### src/hw/dfpNormPkg.sv
// decimal float normalizer shared widths, field positions, state codes and mantissa view
package dfpNormPkg;

	// --------------------
	// format sizes in digits and bits
	localparam int mantDigits = 10;
	localparam int outDigits = 7;
	localparam int expDigits = 3;

	localparam int mantW = mantDigits * 4;
	localparam int outMantW = outDigits * 4;
	localparam int expW = expDigits * 4;

	// four flags sit above exponent and mantissa in both words
	localparam int inWordW = 4 + expW + mantW;
	localparam int outWordW = 4 + expW + outMantW;

	// --------------------
	// positions inside the 4-bit flag nibble
	localparam int flagNanPos = 3;
	localparam int flagSignPos = 2;
	localparam int flagInfPos = 1;
	localparam int flagExpNegPos = 0;

	// lsb of each field in the input and output words
	localparam int inFlagsLsb = expW + mantW;
	localparam int inExpLsb = mantW;
	localparam int outFlagsLsb = expW + outMantW;
	localparam int outExpLsb = outMantW;

	// exponent 999 marks infinity and NaN
	localparam logic [expW-1:0] expMaxBcd = 12'h999;

	// leading digit count 0..10 and binary exponent 0..999
	localparam int lzCountW = 4;
	localparam int expBinW = 10;

	// --------------------
	// handshake controller state codes
	localparam int hsStateW = 3;
	localparam logic [hsStateW-1:0] stIdle = 3'd0;
	localparam logic [hsStateW-1:0] stCapture = 3'd1;
	localparam logic [hsStateW-1:0] stCompute = 3'd2;
	localparam logic [hsStateW-1:0] stPresent = 3'd3;
	localparam logic [hsStateW-1:0] stRelease = 3'd4;

	// mantissa seen as BCD digits by the scanner and as a flat vector by the shifter
	typedef union packed {
		logic [mantDigits-1:0][3:0] digits;
		logic [mantW-1:0] flat;
	} dfpMant_u;

endpackage

### src/hw/dfpNormalizer.sv
// decimal floating-point normalizer top, splits the input word over scanner and decoder
`timescale 1ns/1ps

module dfpNormalizer (
	input  logic clk,
	input  logic arstN_i,
	input  logic inReq_i,
	output logic inAck_o,
	input  logic [dfpNormPkg::inWordW-1:0] inWord_i,
	output logic outReq_o,
	input  logic outAck_i,
	output logic [dfpNormPkg::outWordW-1:0] outWord_o,
	output logic inexact_o,
	output logic underflow_o
);
	import dfpNormPkg::*;

	logic captureEn;
	logic resultEn;
	dfpMant_u scanMant;
	logic [lzCountW-1:0] leadZeros;
	logic mantZero;
	logic [expW-1:0] expBcd;
	logic [expBinW-1:0] expBin;
	logic expNeg;
	logic expIsMax;
	logic isNan;
	logic isInf;
	logic sign;

	// --------------------
	// control
	normHandshake uHandshake (
		.clk(clk),
		.arstN_i(arstN_i),
		.inReq_i(inReq_i),
		.inAck_o(inAck_o),
		.outReq_o(outReq_o),
		.outAck_i(outAck_i),
		.captureEn_o(captureEn),
		.resultEn_o(resultEn)
	);

	// mantissa field goes to the scanner
	digitScan uScan (
		.clk(clk),
		.arstN_i(arstN_i),
		.captureEn_i(captureEn),
		.mant_i(inWord_i[mantW-1:0]),
		.mant_o(scanMant),
		.leadZeros_o(leadZeros),
		.mantZero_o(mantZero)
	);

	// flags and exponent go to the decoder
	expDecode uDecode (
		.clk(clk),
		.arstN_i(arstN_i),
		.captureEn_i(captureEn),
		.flags_i(inWord_i[inFlagsLsb +: 4]),
		.expBcd_i(inWord_i[inExpLsb +: expW]),
		.expBcd_o(expBcd),
		.expBin_o(expBin),
		.expNeg_o(expNeg),
		.expIsMax_o(expIsMax),
		.isNan_o(isNan),
		.isInf_o(isInf),
		.sign_o(sign)
	);

	// --------------------
	normShift uShift (
		.clk(clk),
		.arstN_i(arstN_i),
		.resultEn_i(resultEn),
		.mant_i(scanMant),
		.leadZeros_i(leadZeros),
		.mantZero_i(mantZero),
		.expBcd_i(expBcd),
		.expBin_i(expBin),
		.expNeg_i(expNeg),
		.expIsMax_i(expIsMax),
		.isNan_i(isNan),
		.isInf_i(isInf),
		.sign_i(sign),
		.outWord_o(outWord_o),
		.inexact_o(inexact_o),
		.underflow_o(underflow_o)
	);

endmodule

### src/hw/digitScan.sv
// digit scanner, captures the mantissa and counts its leading zero BCD digits
`timescale 1ns/1ps

module digitScan (
	input  logic clk,
	input  logic arstN_i,
	input  logic captureEn_i,
	input  logic [39:0] mant_i,
	output dfpNormPkg::dfpMant_u mant_o,
	output logic [dfpNormPkg::lzCountW-1:0] leadZeros_o,
	output logic mantZero_o
);
	import dfpNormPkg::*;

	dfpMant_u scanView;
	logic [lzCountW-1:0] zeroCount;
	logic found;
	logic digitsLegal;

	// --------------------
	// walk from digit 9 down and stop at the first nonzero digit
	always_comb begin
		scanView = mant_i;
		found = 1'b0;
		zeroCount = '0;
		for (int i = mantDigits - 1; i >= 0; i--) begin
			if (!found) begin
				if (scanView.digits[i] != 4'd0)
					found = 1'b1;
				else
					zeroCount = zeroCount + 1'b1;
			end
		end
	end

	// mantissa payload, loaded straight from the input word
	always_ff @(posedge clk) begin
		if (captureEn_i)
			mant_o <= scanView;
	end

	always_ff @(posedge clk or negedge arstN_i) begin
		if (!arstN_i) begin
			leadZeros_o <= '0;
			mantZero_o <= 1'b0;
		end else if (captureEn_i) begin
			leadZeros_o <= zeroCount;
			// all ten digits zero
			mantZero_o <= (zeroCount == lzCountW'(mantDigits));
		end
	end

	// --------------------
	// every stored digit must be 0..9
	always_comb begin
		digitsLegal = 1'b1;
		for (int i = 0; i < mantDigits; i++) begin
			if (mant_o.digits[i] > 4'd9)
				digitsLegal = 1'b0;
		end
	end

	// the producer only hands over BCD data
	assert property (@(posedge clk) disable iff (!arstN_i) captureEn_i |=> digitsLegal)
		else $error("digitScan captured a non-BCD mantissa digit");

endmodule

### src/hw/expDecode.sv
// exponent decoder, converts the BCD exponent to binary and classifies the operand
`timescale 1ns/1ps

module expDecode (
	input  logic clk,
	input  logic arstN_i,
	input  logic captureEn_i,
	input  logic [3:0] flags_i,
	input  logic [dfpNormPkg::expW-1:0] expBcd_i,
	output logic [dfpNormPkg::expW-1:0] expBcd_o,
	output logic [dfpNormPkg::expBinW-1:0] expBin_o,
	output logic expNeg_o,
	output logic expIsMax_o,
	output logic isNan_o,
	output logic isInf_o,
	output logic sign_o
);
	import dfpNormPkg::*;

	logic [expBinW-1:0] binNext;
	logic isMaxNext;

	// --------------------
	// weighted digit sum, 100*d2 + 10*d1 + d0 evaluated top digit first
	always_comb begin
		binNext = '0;
		for (int i = expDigits - 1; i >= 0; i--)
			binNext = binNext * expBinW'(10) + expBinW'(expBcd_i[4*i +: 4]);
	end

	assign isMaxNext = (expBcd_i == expMaxBcd);

	// exponent payload, both encodings kept for the shifter
	always_ff @(posedge clk) begin
		if (captureEn_i) begin
			expBcd_o <= expBcd_i;
			expBin_o <= binNext;
		end
	end

	// --------------------
	// class flags
	always_ff @(posedge clk or negedge arstN_i) begin
		if (!arstN_i) begin
			expNeg_o <= 1'b0;
			expIsMax_o <= 1'b0;
			isNan_o <= 1'b0;
			isInf_o <= 1'b0;
			sign_o <= 1'b0;
		end else if (captureEn_i) begin
			expNeg_o <= flags_i[flagExpNegPos];
			expIsMax_o <= isMaxNext;
			isNan_o <= flags_i[flagNanPos];
			// a positive 999 exponent already means infinity
			isInf_o <= flags_i[flagInfPos] || (isMaxNext && !flags_i[flagExpNegPos]);
			sign_o <= flags_i[flagSignPos];
		end
	end

endmodule

### src/hw/normHandshake.sv
// four-phase handshake controller, sequences capture, compute and result delivery
`timescale 1ns/1ps

module normHandshake (
	input  logic clk,
	input  logic arstN_i,
	input  logic inReq_i,
	output logic inAck_o,
	output logic outReq_o,
	input  logic outAck_i,
	output logic captureEn_o,
	output logic resultEn_o
);
	import dfpNormPkg::*;

	logic [hsStateW-1:0] state;
	logic [hsStateW-1:0] stateNext;

	// --------------------
	// next state
	always_comb begin
		stateNext = state;
		case (state)
			// a new request only once the previous input ack has dropped
			stIdle: if (inReq_i && !inAck_o) stateNext = stCapture;
			stCapture: stateNext = stCompute;
			stCompute: stateNext = stPresent;
			stPresent: if (outReq_o && outAck_i) stateNext = stRelease;
			// wait for the consumer to finish its half
			stRelease: if (!outAck_i) stateNext = stIdle;
			default: stateNext = stIdle;
		endcase
	end

	always_ff @(posedge clk or negedge arstN_i) begin
		if (!arstN_i)
			state <= stIdle;
		else
			state <= stateNext;
	end

	// one-cycle load pulses, one after the other
	assign captureEn_o = (state == stCapture);
	assign resultEn_o = (state == stCompute);

	// --------------------
	// input ack rises once the word is captured
	// and drops after the producer releases its request
	always_ff @(posedge clk or negedge arstN_i) begin
		if (!arstN_i)
			inAck_o <= 1'b0;
		else if (state == stCompute)
			inAck_o <= 1'b1;
		else if (!inReq_i)
			inAck_o <= 1'b0;
	end

	// output request held until the consumer acks
	always_ff @(posedge clk or negedge arstN_i) begin
		if (!arstN_i)
			outReq_o <= 1'b0;
		else
			outReq_o <= (state == stPresent) && !(outReq_o && outAck_i);
	end

	// --------------------
	assert property (@(posedge clk) disable iff (!arstN_i) outReq_o && !outAck_i |=> outReq_o)
		else $error("outReq dropped before outAck was seen");

	assert property (@(posedge clk) disable iff (!arstN_i) !(captureEn_o && resultEn_o))
		else $error("capture and result load enabled together");

endmodule

### src/hw/normShift.sv
// normalize stage, picks the case, shifts the mantissa, fixes the exponent and packs the result
`timescale 1ns/1ps

module normShift (
	input  logic clk,
	input  logic arstN_i,
	input  logic resultEn_i,
	input  dfpNormPkg::dfpMant_u mant_i,
	input  logic [dfpNormPkg::lzCountW-1:0] leadZeros_i,
	input  logic mantZero_i,
	input  logic [dfpNormPkg::expW-1:0] expBcd_i,
	input  logic [dfpNormPkg::expBinW-1:0] expBin_i,
	input  logic expNeg_i,
	input  logic expIsMax_i,
	input  logic isNan_i,
	input  logic isInf_i,
	input  logic sign_i,
	output logic [dfpNormPkg::outWordW-1:0] outWord_o,
	output logic inexact_o,
	output logic underflow_o
);
	import dfpNormPkg::*;

	logic [lzCountW-1:0] rAmt;
	logic [lzCountW-1:0] lAmt;
	logic [lzCountW-1:0] lzMinus1;
	logic [2*mantW-1:0] rWide;
	logic [mantW-1:0] lShifted;
	logic [expW-1:0] expDec;
	logic [expW-1:0] expInc;
	logic overflow;
	logic [3:0] flagsNext;
	logic [expW-1:0] expNext;
	logic [outMantW-1:0] mantNext;
	logic inexNext;
	logic underNext;

	// subtract one digit from a BCD exponent, borrow rippling upward
	function automatic logic [expW-1:0] bcdSub(input logic [expW-1:0] a, input logic [3:0] b);
		logic [expW-1:0] res;
		logic [4:0] diff;
		logic [3:0] sub;
		logic borrow;
		borrow = 1'b0;
		for (int i = 0; i < expDigits; i++) begin
			sub = (i == 0) ? b : 4'd0;
			diff = {1'b0, a[4*i +: 4]} - {1'b0, sub} - {4'd0, borrow};
			borrow = diff[4];
			// a negative digit wraps back into 0..9
			res[4*i +: 4] = borrow ? diff[3:0] + 4'd10 : diff[3:0];
		end
		return res;
	endfunction

	// add one to a BCD exponent
	function automatic logic [expW-1:0] bcdInc(input logic [expW-1:0] a);
		logic [expW-1:0] res;
		logic carry;
		carry = 1'b1;
		for (int i = 0; i < expDigits; i++) begin
			if (carry && a[4*i +: 4] == 4'd9) begin
				res[4*i +: 4] = 4'd0;
			end else begin
				res[4*i +: 4] = a[4*i +: 4] + {3'd0, carry};
				carry = 1'b0;
			end
		end
		return res;
	endfunction

	// --------------------
	// shift amounts
	// right shift by e-1 digits on a negative exponent, zero otherwise
	always_comb begin
		rAmt = '0;
		if (expNeg_i) begin
			if (expBin_i > expBinW'(mantDigits + 1))
				rAmt = lzCountW'(mantDigits);
			else if (expBin_i != '0)
				rAmt = lzCountW'(expBin_i - 1'b1);
		end
	end

	// left shift keeps one whole digit and never takes the exponent below zero
	assign lzMinus1 = leadZeros_i - 1'b1;
	assign lAmt = (expBin_i < expBinW'(lzMinus1)) ? lzCountW'(expBin_i) : lzMinus1;

	// low half of the wide word catches the digits shifted out on the right
	assign rWide = {mant_i.flat, {mantW{1'b0}}} >> {rAmt, 2'b00};
	assign lShifted = mant_i.flat << {lAmt, 2'b00};

	assign expDec = bcdSub(expBcd_i, lAmt);
	assign expInc = bcdInc(expBcd_i);

	// carried whole digit on top of exponent 999
	assign overflow = !expNeg_i && (leadZeros_i == '0) && expIsMax_i;

	// --------------------
	// case select in priority order
	always_comb begin
		flagsNext = '0;
		flagsNext[flagSignPos] = sign_i;
		expNext = '0;
		mantNext = '0;
		inexNext = 1'b0;
		underNext = 1'b0;
		if (isNan_i || isInf_i || overflow) begin
			// fixed special encoding
			flagsNext[flagNanPos] = isNan_i;
			flagsNext[flagInfPos] = isInf_i || overflow;
			expNext = expMaxBcd;
		end else if (mantZero_i) begin
			// clean zero, only the sign survives
			expNext = '0;
		end else if (expNeg_i) begin
			// denormal with exponent forced to zero
			mantNext = rWide[2*mantW-1 -: outMantW];
			inexNext = |rWide[2*mantW-outMantW-1:0];
			underNext = 1'b1;
		end else if (leadZeros_i == '0) begin
			// two whole digits, drop the low ones and bump the exponent
			mantNext = rWide[2*mantW-1 -: outMantW];
			inexNext = |rWide[2*mantW-outMantW-1:0];
			expNext = expInc;
		end else begin
			mantNext = lShifted[mantW-5 -: outMantW];
			inexNext = |lShifted[mantW-outMantW-5:0];
			expNext = expDec;
		end
	end

	// --------------------
	// result register, held while the output handshake waits
	always_ff @(posedge clk or negedge arstN_i) begin
		if (!arstN_i) begin
			outWord_o <= '0;
			inexact_o <= 1'b0;
			underflow_o <= 1'b0;
		end else if (resultEn_i) begin
			outWord_o[outFlagsLsb +: 4] <= flagsNext;
			outWord_o[outExpLsb +: expW] <= expNext;
			outWord_o[0 +: outMantW] <= mantNext;
			inexact_o <= inexNext;
			underflow_o <= underNext;
		end
	end

	// a denormal never shifts past the whole mantissa
	assert property (@(posedge clk) disable iff (!arstN_i)
		resultEn_i && expNeg_i |-> rAmt <= lzCountW'(mantDigits))
		else $error("normShift right shift exceeds the mantissa width");

endmodule

### config.mk
export PLATFORM = sky130hd
export DESIGN_NAME = dfpNormalizer
export DESIGN_NICKNAME = d
export VERILOG_FILES = /design/src/hw/dfpNormPkg.sv /design/src/hw/dfpNormalizer.sv /design/src/hw/digitScan.sv /design/src/hw/expDecode.sv /design/src/hw/normHandshake.sv /design/src/hw/normShift.sv
export SDC_FILE = /design/constraint.sdc
export NUM_CORES = 1
export LEC_CHECK = 0
export BUFFER_PORTS_ARGS = -buffer_cell sky130_fd_sc_hd__buf_2
export CAP_MARGIN = 10
export CORE_ASPECT_RATIO = 1.1
export CORE_MARGIN = 2
export CORE_UTILIZATION = 45
export CTS_CLUSTER_SIZE = 16
export DETAILED_ROUTE_END_ITERATION = 12
export PLACE_DENSITY = 0.64
export SYNTH_ARGS = -nofsm -noshare
export SYNTH_HDL_FRONTEND = slang
export SYNTH_SLANG_ARGS = --single-unit
### constraint.sdc
create_clock -name clk -period 10.2 [get_ports clk]
set_input_delay 2.04 -clock clk [delete_from_list [all_inputs] [get_ports clk]]
set_output_delay 2.04 -clock clk [all_outputs]
set_load 0.05 [all_outputs]
==> results of run 1 <==
per-layer routing:
metal  up-vias  wire (um)  global-route usage [%]  part of all wire (%)
met5         -          0                       0                     0
met4         0        732                    7.79                   2.7
met3        65       2170                    4.86                   8.0
met2       386      11800                    39.0                    44
met1      3869      12300                    36.3                    45
li1       3936          -                       -                     -
cell usage in the layout, fill, tap and decap left out, types with 6 or more instances in the layout:
master	count
dfrtp_1	60
nor3_1	29
and3_1	8
buf_4	14
a21o_1	13
or4_1	8
edfxtp_1	61
a22oi_1	10
buf_2	106
nand2_1	148
o211ai_1	6
xnor2_1	25
mux2i_1	56
nand4_1	7
o22ai_1	11
a211oi_1	13
or3_1	6
nor4_1	15
inv_1	36
nor2_1	82
clkbuf_16	17
xor2_1	16
a31oi_1	15
nand2b_1	9
o21ai_0	51
a32oi_1	16
nor3b_1	10
ha_1	49
mux2_2	7
a221o_1	6
a21oi_1	69
nand3_1	36
sequential cells by signal, indices dropped and copies added, names as in the netlist, 3 cells and up:
| name | count |
|---|---|
| uDecode.expBcd_o | 11 |
| uShift.outWord_o | 43 |
| uHandshake.state | 3 |
| uScan.leadZeros_o | 4 |
| uScan.mant_o | 40 |
| uDecode.expBin_o | 10 |
kinds of logic after synthesis:
kind of cell               Yosys count
DFF                                121
adders and majority gates           56
xor gates and xnor gates            41
muxes                               70
other                                1
AOI/OAI and AO/OA                  252
buffers and inverters               88
and+or+nand+nor                    381
worst paths after layout:
check	startpoint	to	slack, ns
setup / recovery	inWord_i[33]	uScan.mantZero_o$_DFFE_PN0P_	2.88
hold / removal	uDecode.sign_o$_DFFE_PN0P_	uShift.outWord_o[42]$_DFFE_PN0P_	0.46
setup reg to reg	uScan.leadZeros_o[0]$_DFFE_PN0P_	uShift.outWord_o[39]$_DFFE_PN0P_	3.50
hold reg to reg	uDecode.sign_o$_DFFE_PN0P_	uShift.outWord_o[42]$_DFFE_PN0P_	0.46
max in group asynchronous	arstN_i	uDecode.expNeg_o$_DFFE_PN0P_	7.85
min in group asynchronous	arstN_i	uShift.outWord_o[15]$_DFFE_PN0P_	1.77
stage by stage:
step	area (um2)	utilization, %	hold slack, ns	cells	total power, mW
floorplan	9070	-	0.439	1010	1.97
global placement	9790	49.4	0.453	1331	2.37
detailed placement	9790	49.4	0.459	1331	2.37
CTS	10400	52.4	0.470	1363	2.97
global route	10400	52.4	0.485	1363	3.17
finish	10400	52.4	0.462	1363	2.99
report_power, final:
| part | total, mW | leakage, nW | internal (mW) | switching, mW |
|---|---|---|---|---|
| Sequential | 0.849 | 1.34 | 0.689 | 0.160 |
| Clock | 0.592 | 0.271 | 0.359 | 0.233 |
| Combinational | 1.55 | 2.97 | 0.503 | 1.04 |
worst register-to-register path: cells and delay by family, from the launching register on:
kind	cells	cell delay, ns
compound gates	6	1.37
xor+xnor	2	0.33
fa+ha+maj	10	2.50
buf+inv	4	0.70
flops	1	0.46
mux	1	0.31
simple gates	5	0.91
synth_stat cells, types with 4 or more instances:
| library cell | number | area (um2) |
|---|---|---|
| a211oi_1 | 13 | 97.6 |
| a21o_1 | 13 | 97.6 |
| a21oi_1 | 69 | 345 |
| a221o_1 | 6 | 60.1 |
| a22o_1 | 4 | 35.0 |
| a22oi_1 | 10 | 75.1 |
| a31oi_1 | 15 | 93.8 |
| a32oi_1 | 16 | 140 |
| and2_1 | 4 | 25.0 |
| and3_1 | 8 | 50.1 |
| buf_1 | 7 | 26.3 |
| buf_2 | 8 | 40.0 |
| clkbuf_1 | 30 | 113 |
| dfrtp_1 | 60 | 1500 |
| edfxtp_1 | 61 | 1830 |
| fa_1 | 5 | 100 |
| ha_1 | 49 | 613 |
| inv_1 | 37 | 139 |
| mux2_2 | 7 | 78.8 |
| mux2i_1 | 57 | 571 |
| mux4_2 | 5 | 113 |
| nand2_1 | 148 | 556 |
| nand2b_1 | 9 | 56.3 |
| nand3_1 | 36 | 180 |
| nand4_1 | 7 | 43.8 |
| nor2_1 | 82 | 308 |
| nor2b_1 | 5 | 31.3 |
| nor3_1 | 29 | 145 |
| nor3b_1 | 10 | 75.1 |
| nor4_1 | 15 | 93.8 |
| o211ai_1 | 6 | 45.0 |
| o21ai_0 | 51 | 255 |
| o22ai_1 | 11 | 68.8 |
| or3_1 | 6 | 37.5 |
| or4_1 | 8 | 60.1 |
| xnor2_1 | 25 | 219 |
| xor2_1 | 16 | 140 |
layout make-up:
cell class | count | area [um2]
fill | 1834 | 9430
multi-input combinational | 801 | 5360
sequential | 121 | 3330
timing repair buffer | 120 | 636
clock buffer | 17 | 425
tap | 252 | 315
clock inverter | 15 | 151
inverter | 37 | 139
==> metrics, run 1 <==
Lkg Pwr 4.58 nW; min-delay worst type register to register; setup TNS 0 ns; Post-CTS Resized 0; first-pass GRT wire length 43.2 mm; Peak Freq 0.137 GHz; vias in the first global route 7,770; most used cell, CP ha_1; Yosys cell types 79; vias 8,256; largest family of logic cells by synthesized area simple AND/OR/NAND/NOR gates; # nets final 1,212; drt initial violations 1,057; Max Slew Vio Count 0; Syn Area/Cell 8.98 um2; IO buf count 106; cts bufs inserted 17; setup repair bufs after CTS 0; critical path's largest stage delay 0.51 ns; Detailed Place HPWL 20.1 mm; clk sinks 121; syn_nets 1,124; period utilization 71.7%; number of detailed-route iterations in the first pass 6; DR WL/cell 19.8 um; worst r2r path cells 28; Final WS setup 2.88 ns; Ports 108; ANT cells 0; Syn Inst Count 1,010; count of final setup violators 0; Slew HR 29.1%; Max VDD drop 0.213 mV; Die H 153 um; Hold Buf Count CTS 0; WP depth 27; Die Span X 139 um; crit path max-delay cell type or4_1; clk_lat worst skew 0.43 ns; crit end category register; Yosys reg bits 121; ys flop type edfxtp_1; CTS tree built; Layout area overhead 14.3%; CTS root buffer clkbuf_16; Top delay family on crit path adder cells; endpoints failing hold 0; post-place setup slack 2.46 ns; post-synthesis cell area 9070 um2; post-layout minimum cycle time 7.32 ns; Starting Density 45.8%; core footprint 19,800 um2; outcome finished, final reports clean; worst hold stages 2; Die Area 21,300 um2; simple-gate portion of the synthesized area 19.8%; Critical Path RT 10.53 ns; via/cell ratio 6.06; Ys Warns 0; adder-cell share of the synthesized area 8.08%; Critical path buffers and inverters 3; H-tree Lvls 4; post-synthesis mux area share 8.69%; share of flip-flops with an asynchronous set or reset 49.6%; Synth Area in Compound Gates 18.4%; Final Skew 0.0124 ns; RSZ-0062 raised after global routing no; Placer Congestion 0.951; max-cap check violation count 0; crit path max fanout 5; total congestion overflow 0; EDFF count, synth 61; critical path arrival 7.65 ns; Worst Max-Slew Pin Slew 1.06 ns; xor-xnor portion of the synthesized cell area 3.96%; startpoint types primary input; initial antenna violation count 0; register area share after synthesis 36.8%; clock edge transition at the registers on the reported setup and hold paths 0.06 ns; Core Rows 54; largest net degree at the start of global routing 61; clk buf depth 2; gr usage total 25.4%; DRT antenna net count 0; critical setup path kind primary input to register; DRC viols 0; pwr/cell area 288 nW/um2; share of cells above drive strength 1 15.8%; final wirelength 27.0 mm
Note: power is estimated with default switching activity, not from simulation.
==> run 2, diff against run 1 <==
--- a/config.mk
+++ b/config.mk
@@ -12,7 +12,7 @@
 export CORE_UTILIZATION = 45
 export CTS_CLUSTER_SIZE = 16
 export DETAILED_ROUTE_END_ITERATION = 12
-export PLACE_DENSITY = 0.64
+export PLACE_DENSITY = 0.67
 export SYNTH_ARGS = -nofsm -noshare
 export SYNTH_HDL_FRONTEND = slang
 export SYNTH_SLANG_ARGS = --single-unit
==> constraint.sdc (replaced) <==
create_clock -name clk -period 5.9 [get_ports clk]
set_input_delay 1.18 -clock clk [delete_from_list [all_inputs] [get_ports clk]]
set_output_delay 1.18 -clock clk [all_outputs]
set_load 0.05 [all_outputs]
==> metrics, run 2 (synthesized netlist as in run 1, its figures left out) <==
outcome finished, final reports clean; clk buf depth 2 (unchanged); critical path's largest stage delay 0.52 ns (about the same); pwr/cell area 496 nW/um2 (+72%); critical path arrival 5.99 ns (-1.66 ns); Top reg by flops uShift.outWord_o; most frequent cells in the layout nand2_1, buf_2, nor2_1, a21oi_1, edfxtp_1; clk_lat worst skew 0.43 ns (about the same); Critical Path RT 6.23 ns (-4.30 ns); final wirelength 27.8 mm (+3.0%); Worst Max-Slew Pin Slew 1.10 ns (+0.0401 ns); min-delay worst type register to register; Lkg Pwr 4.72 nW (+3.0%); H-tree Lvls 4 (unchanged); core footprint 19,800 um2 (unchanged); cts bufs inserted 17 (unchanged); Max Slew Vio Count 0 (unchanged); Final Util 53.7% (+1.4 points); Hold Buf Count CTS 0 (unchanged); DR WL/cell 20.1 um (+1.3%); DRT antenna net count 0 (unchanged); post-layout minimum cycle time 5.66 ns; post-place setup slack -0.301 ns (-2.76 ns); drt initial violations 951 (-10%); Final Skew 0.0110 ns (-0.00139 ns); Ports 108 (unchanged); count of final setup violators 0 (unchanged); first-pass GRT wire length 43.7 mm (+1.3%); gr usage total 25.8% (+0.48 points); vias 8,532 (+3.3%); Starting Density 45.8% (unchanged); clk sinks 121 (unchanged); Top delay family on crit path adder cells; number of detailed-route iterations in the first pass 6 (unchanged); crit end category register; Critical path buffers and inverters 3 (unchanged); DRC viols 0 (unchanged); share of cells above drive strength 1 18.5% (+2.7 points); period utilization 96.0%; critical setup path kind primary input to register; CTS root buffer clkbuf_16; Layout area overhead 17.3%; total power 5.28 mW (+77%); endpoints failing hold 0 (unchanged); Die H 153 um (unchanged); Die Span X 139 um (unchanged); vias in the first global route 8,091 (+4.1%); Slew HR 26.4% (-2.7 points); clock edge transition at the registers on the reported setup and hold paths 0.06 ns (about the same); via/cell ratio 6.16 (+1.6%); ANT cells 0 (unchanged); placed cells 1,352 (+1.6%); Detailed Place HPWL 20.5 mm (+2.0%); largest net degree at the start of global routing 66 (+8.2%); Peak Freq 0.177 GHz; Core Rows 54 (unchanged); max-cap check violation count 0 (unchanged); IO buf count 106 (unchanged); CTS tree built; Cell Count, Final, Fillers Out 1,386 (+1.7%); largest registers uShift.outWord_o (43), uScan.mant_o (40), uDecode.expBcd_o (11); crit path max fanout 4 (-1); Final WS setup 0.237 ns (-2.65 ns); initial antenna violation count 0 (unchanged); most used cell, CP ha_1; commonest non-fill, non-tap cell in the layout nand2_1; crit path max-delay cell type or4_4; Max VDD drop 0.269 mV (+26%); max reg flops 43 (unchanged); Fill cells 1,833 (-0.055%); # nets final 1,235 (+1.9%); total congestion overflow 0 (unchanged); Placer Congestion 0.997 (+4.9%); startpoint types primary input; Die Area 21,300 um2 (unchanged)
## run 2: stage by stage
stage	area (um2)	setup TNS [ns]	hold WS (ns)
after floorplan	9090	-0.0191	0.439
after global placement	9960	-0.358	0.451
after detailed placement	9960	-0.826	0.462
after CTS	10600	0	0.475
after global routing	10600	-0.0446	0.506
final	10600	0	0.469
## run 2: repair_timing
item                                    CTS  global route
hold endpoints to repair                  0             0
endpoints found under the setup margin    0             7
setup buffers                             0             2
resized for setup                         0            13
## run 2: cell type report
type	count	area, um2	area share [%]
well taps	252	315	2.96
flip-flops and latches	121	3330	31.3
clock buffers	18	429	4.03
clock inverters	14	180	1.69
multi-input cells	801	5430	51.1
repair buffers	143	808	7.60
inverters	37	139	1.31
## run 2: routing by layer
metal / vias up / routed length [um] / track usage (%)
li1: 3983 / - / -
met1: 4014 / 11800 / 35.8
met2: 453 / 12400 / 39.9
met3: 82 / 2640 / 4.86
met4: 0 / 987 / 10.6
met5: - / 0 / 0
## run 2: report_power, final
| part | total [mW] | internal (mW) | switching, mW |
|---|---|---|---|
| combinational | 2.72 | 0.894 | 1.83 |
| clock | 1.09 | 0.700 | 0.388 |
| sequential | 1.47 | 1.19 | 0.282 |
## run 2: worst paths after layout
path | from | to | slack, ns | cells after the start
worst max-delay path | inWord_i[33] | uScan.mantZero_o$_DFFE_PN0P_ | 0.24 | 27
worst min-delay path | uShift.outWord_o[42]$_DFFE_PN0P_ | uShift.outWord_o[42]$_DFFE_PN0P_ | 0.47 | 2
worst max register to register | uScan.leadZeros_o[1]$_DFFE_PN0P_ | uShift.outWord_o[39]$_DFFE_PN0P_ | 0.40 | 27
worst min register to register | uShift.outWord_o[42]$_DFFE_PN0P_ | uShift.outWord_o[42]$_DFFE_PN0P_ | 0.47 | 2
max in group asynchronous | arstN_i | uScan.leadZeros_o[3]$_DFFE_PN0P_ | 4.41 | 2
min in group asynchronous | arstN_i | uShift.outWord_o[14]$_DFFE_PN0P_ | 0.91 | 2
## run 2: tightest hold or removal path, stage by stage, from the launching register on
cell and delay [ns]:
dfrtp_1 0.33, nand2_1 0.05, nand2_1 0.05
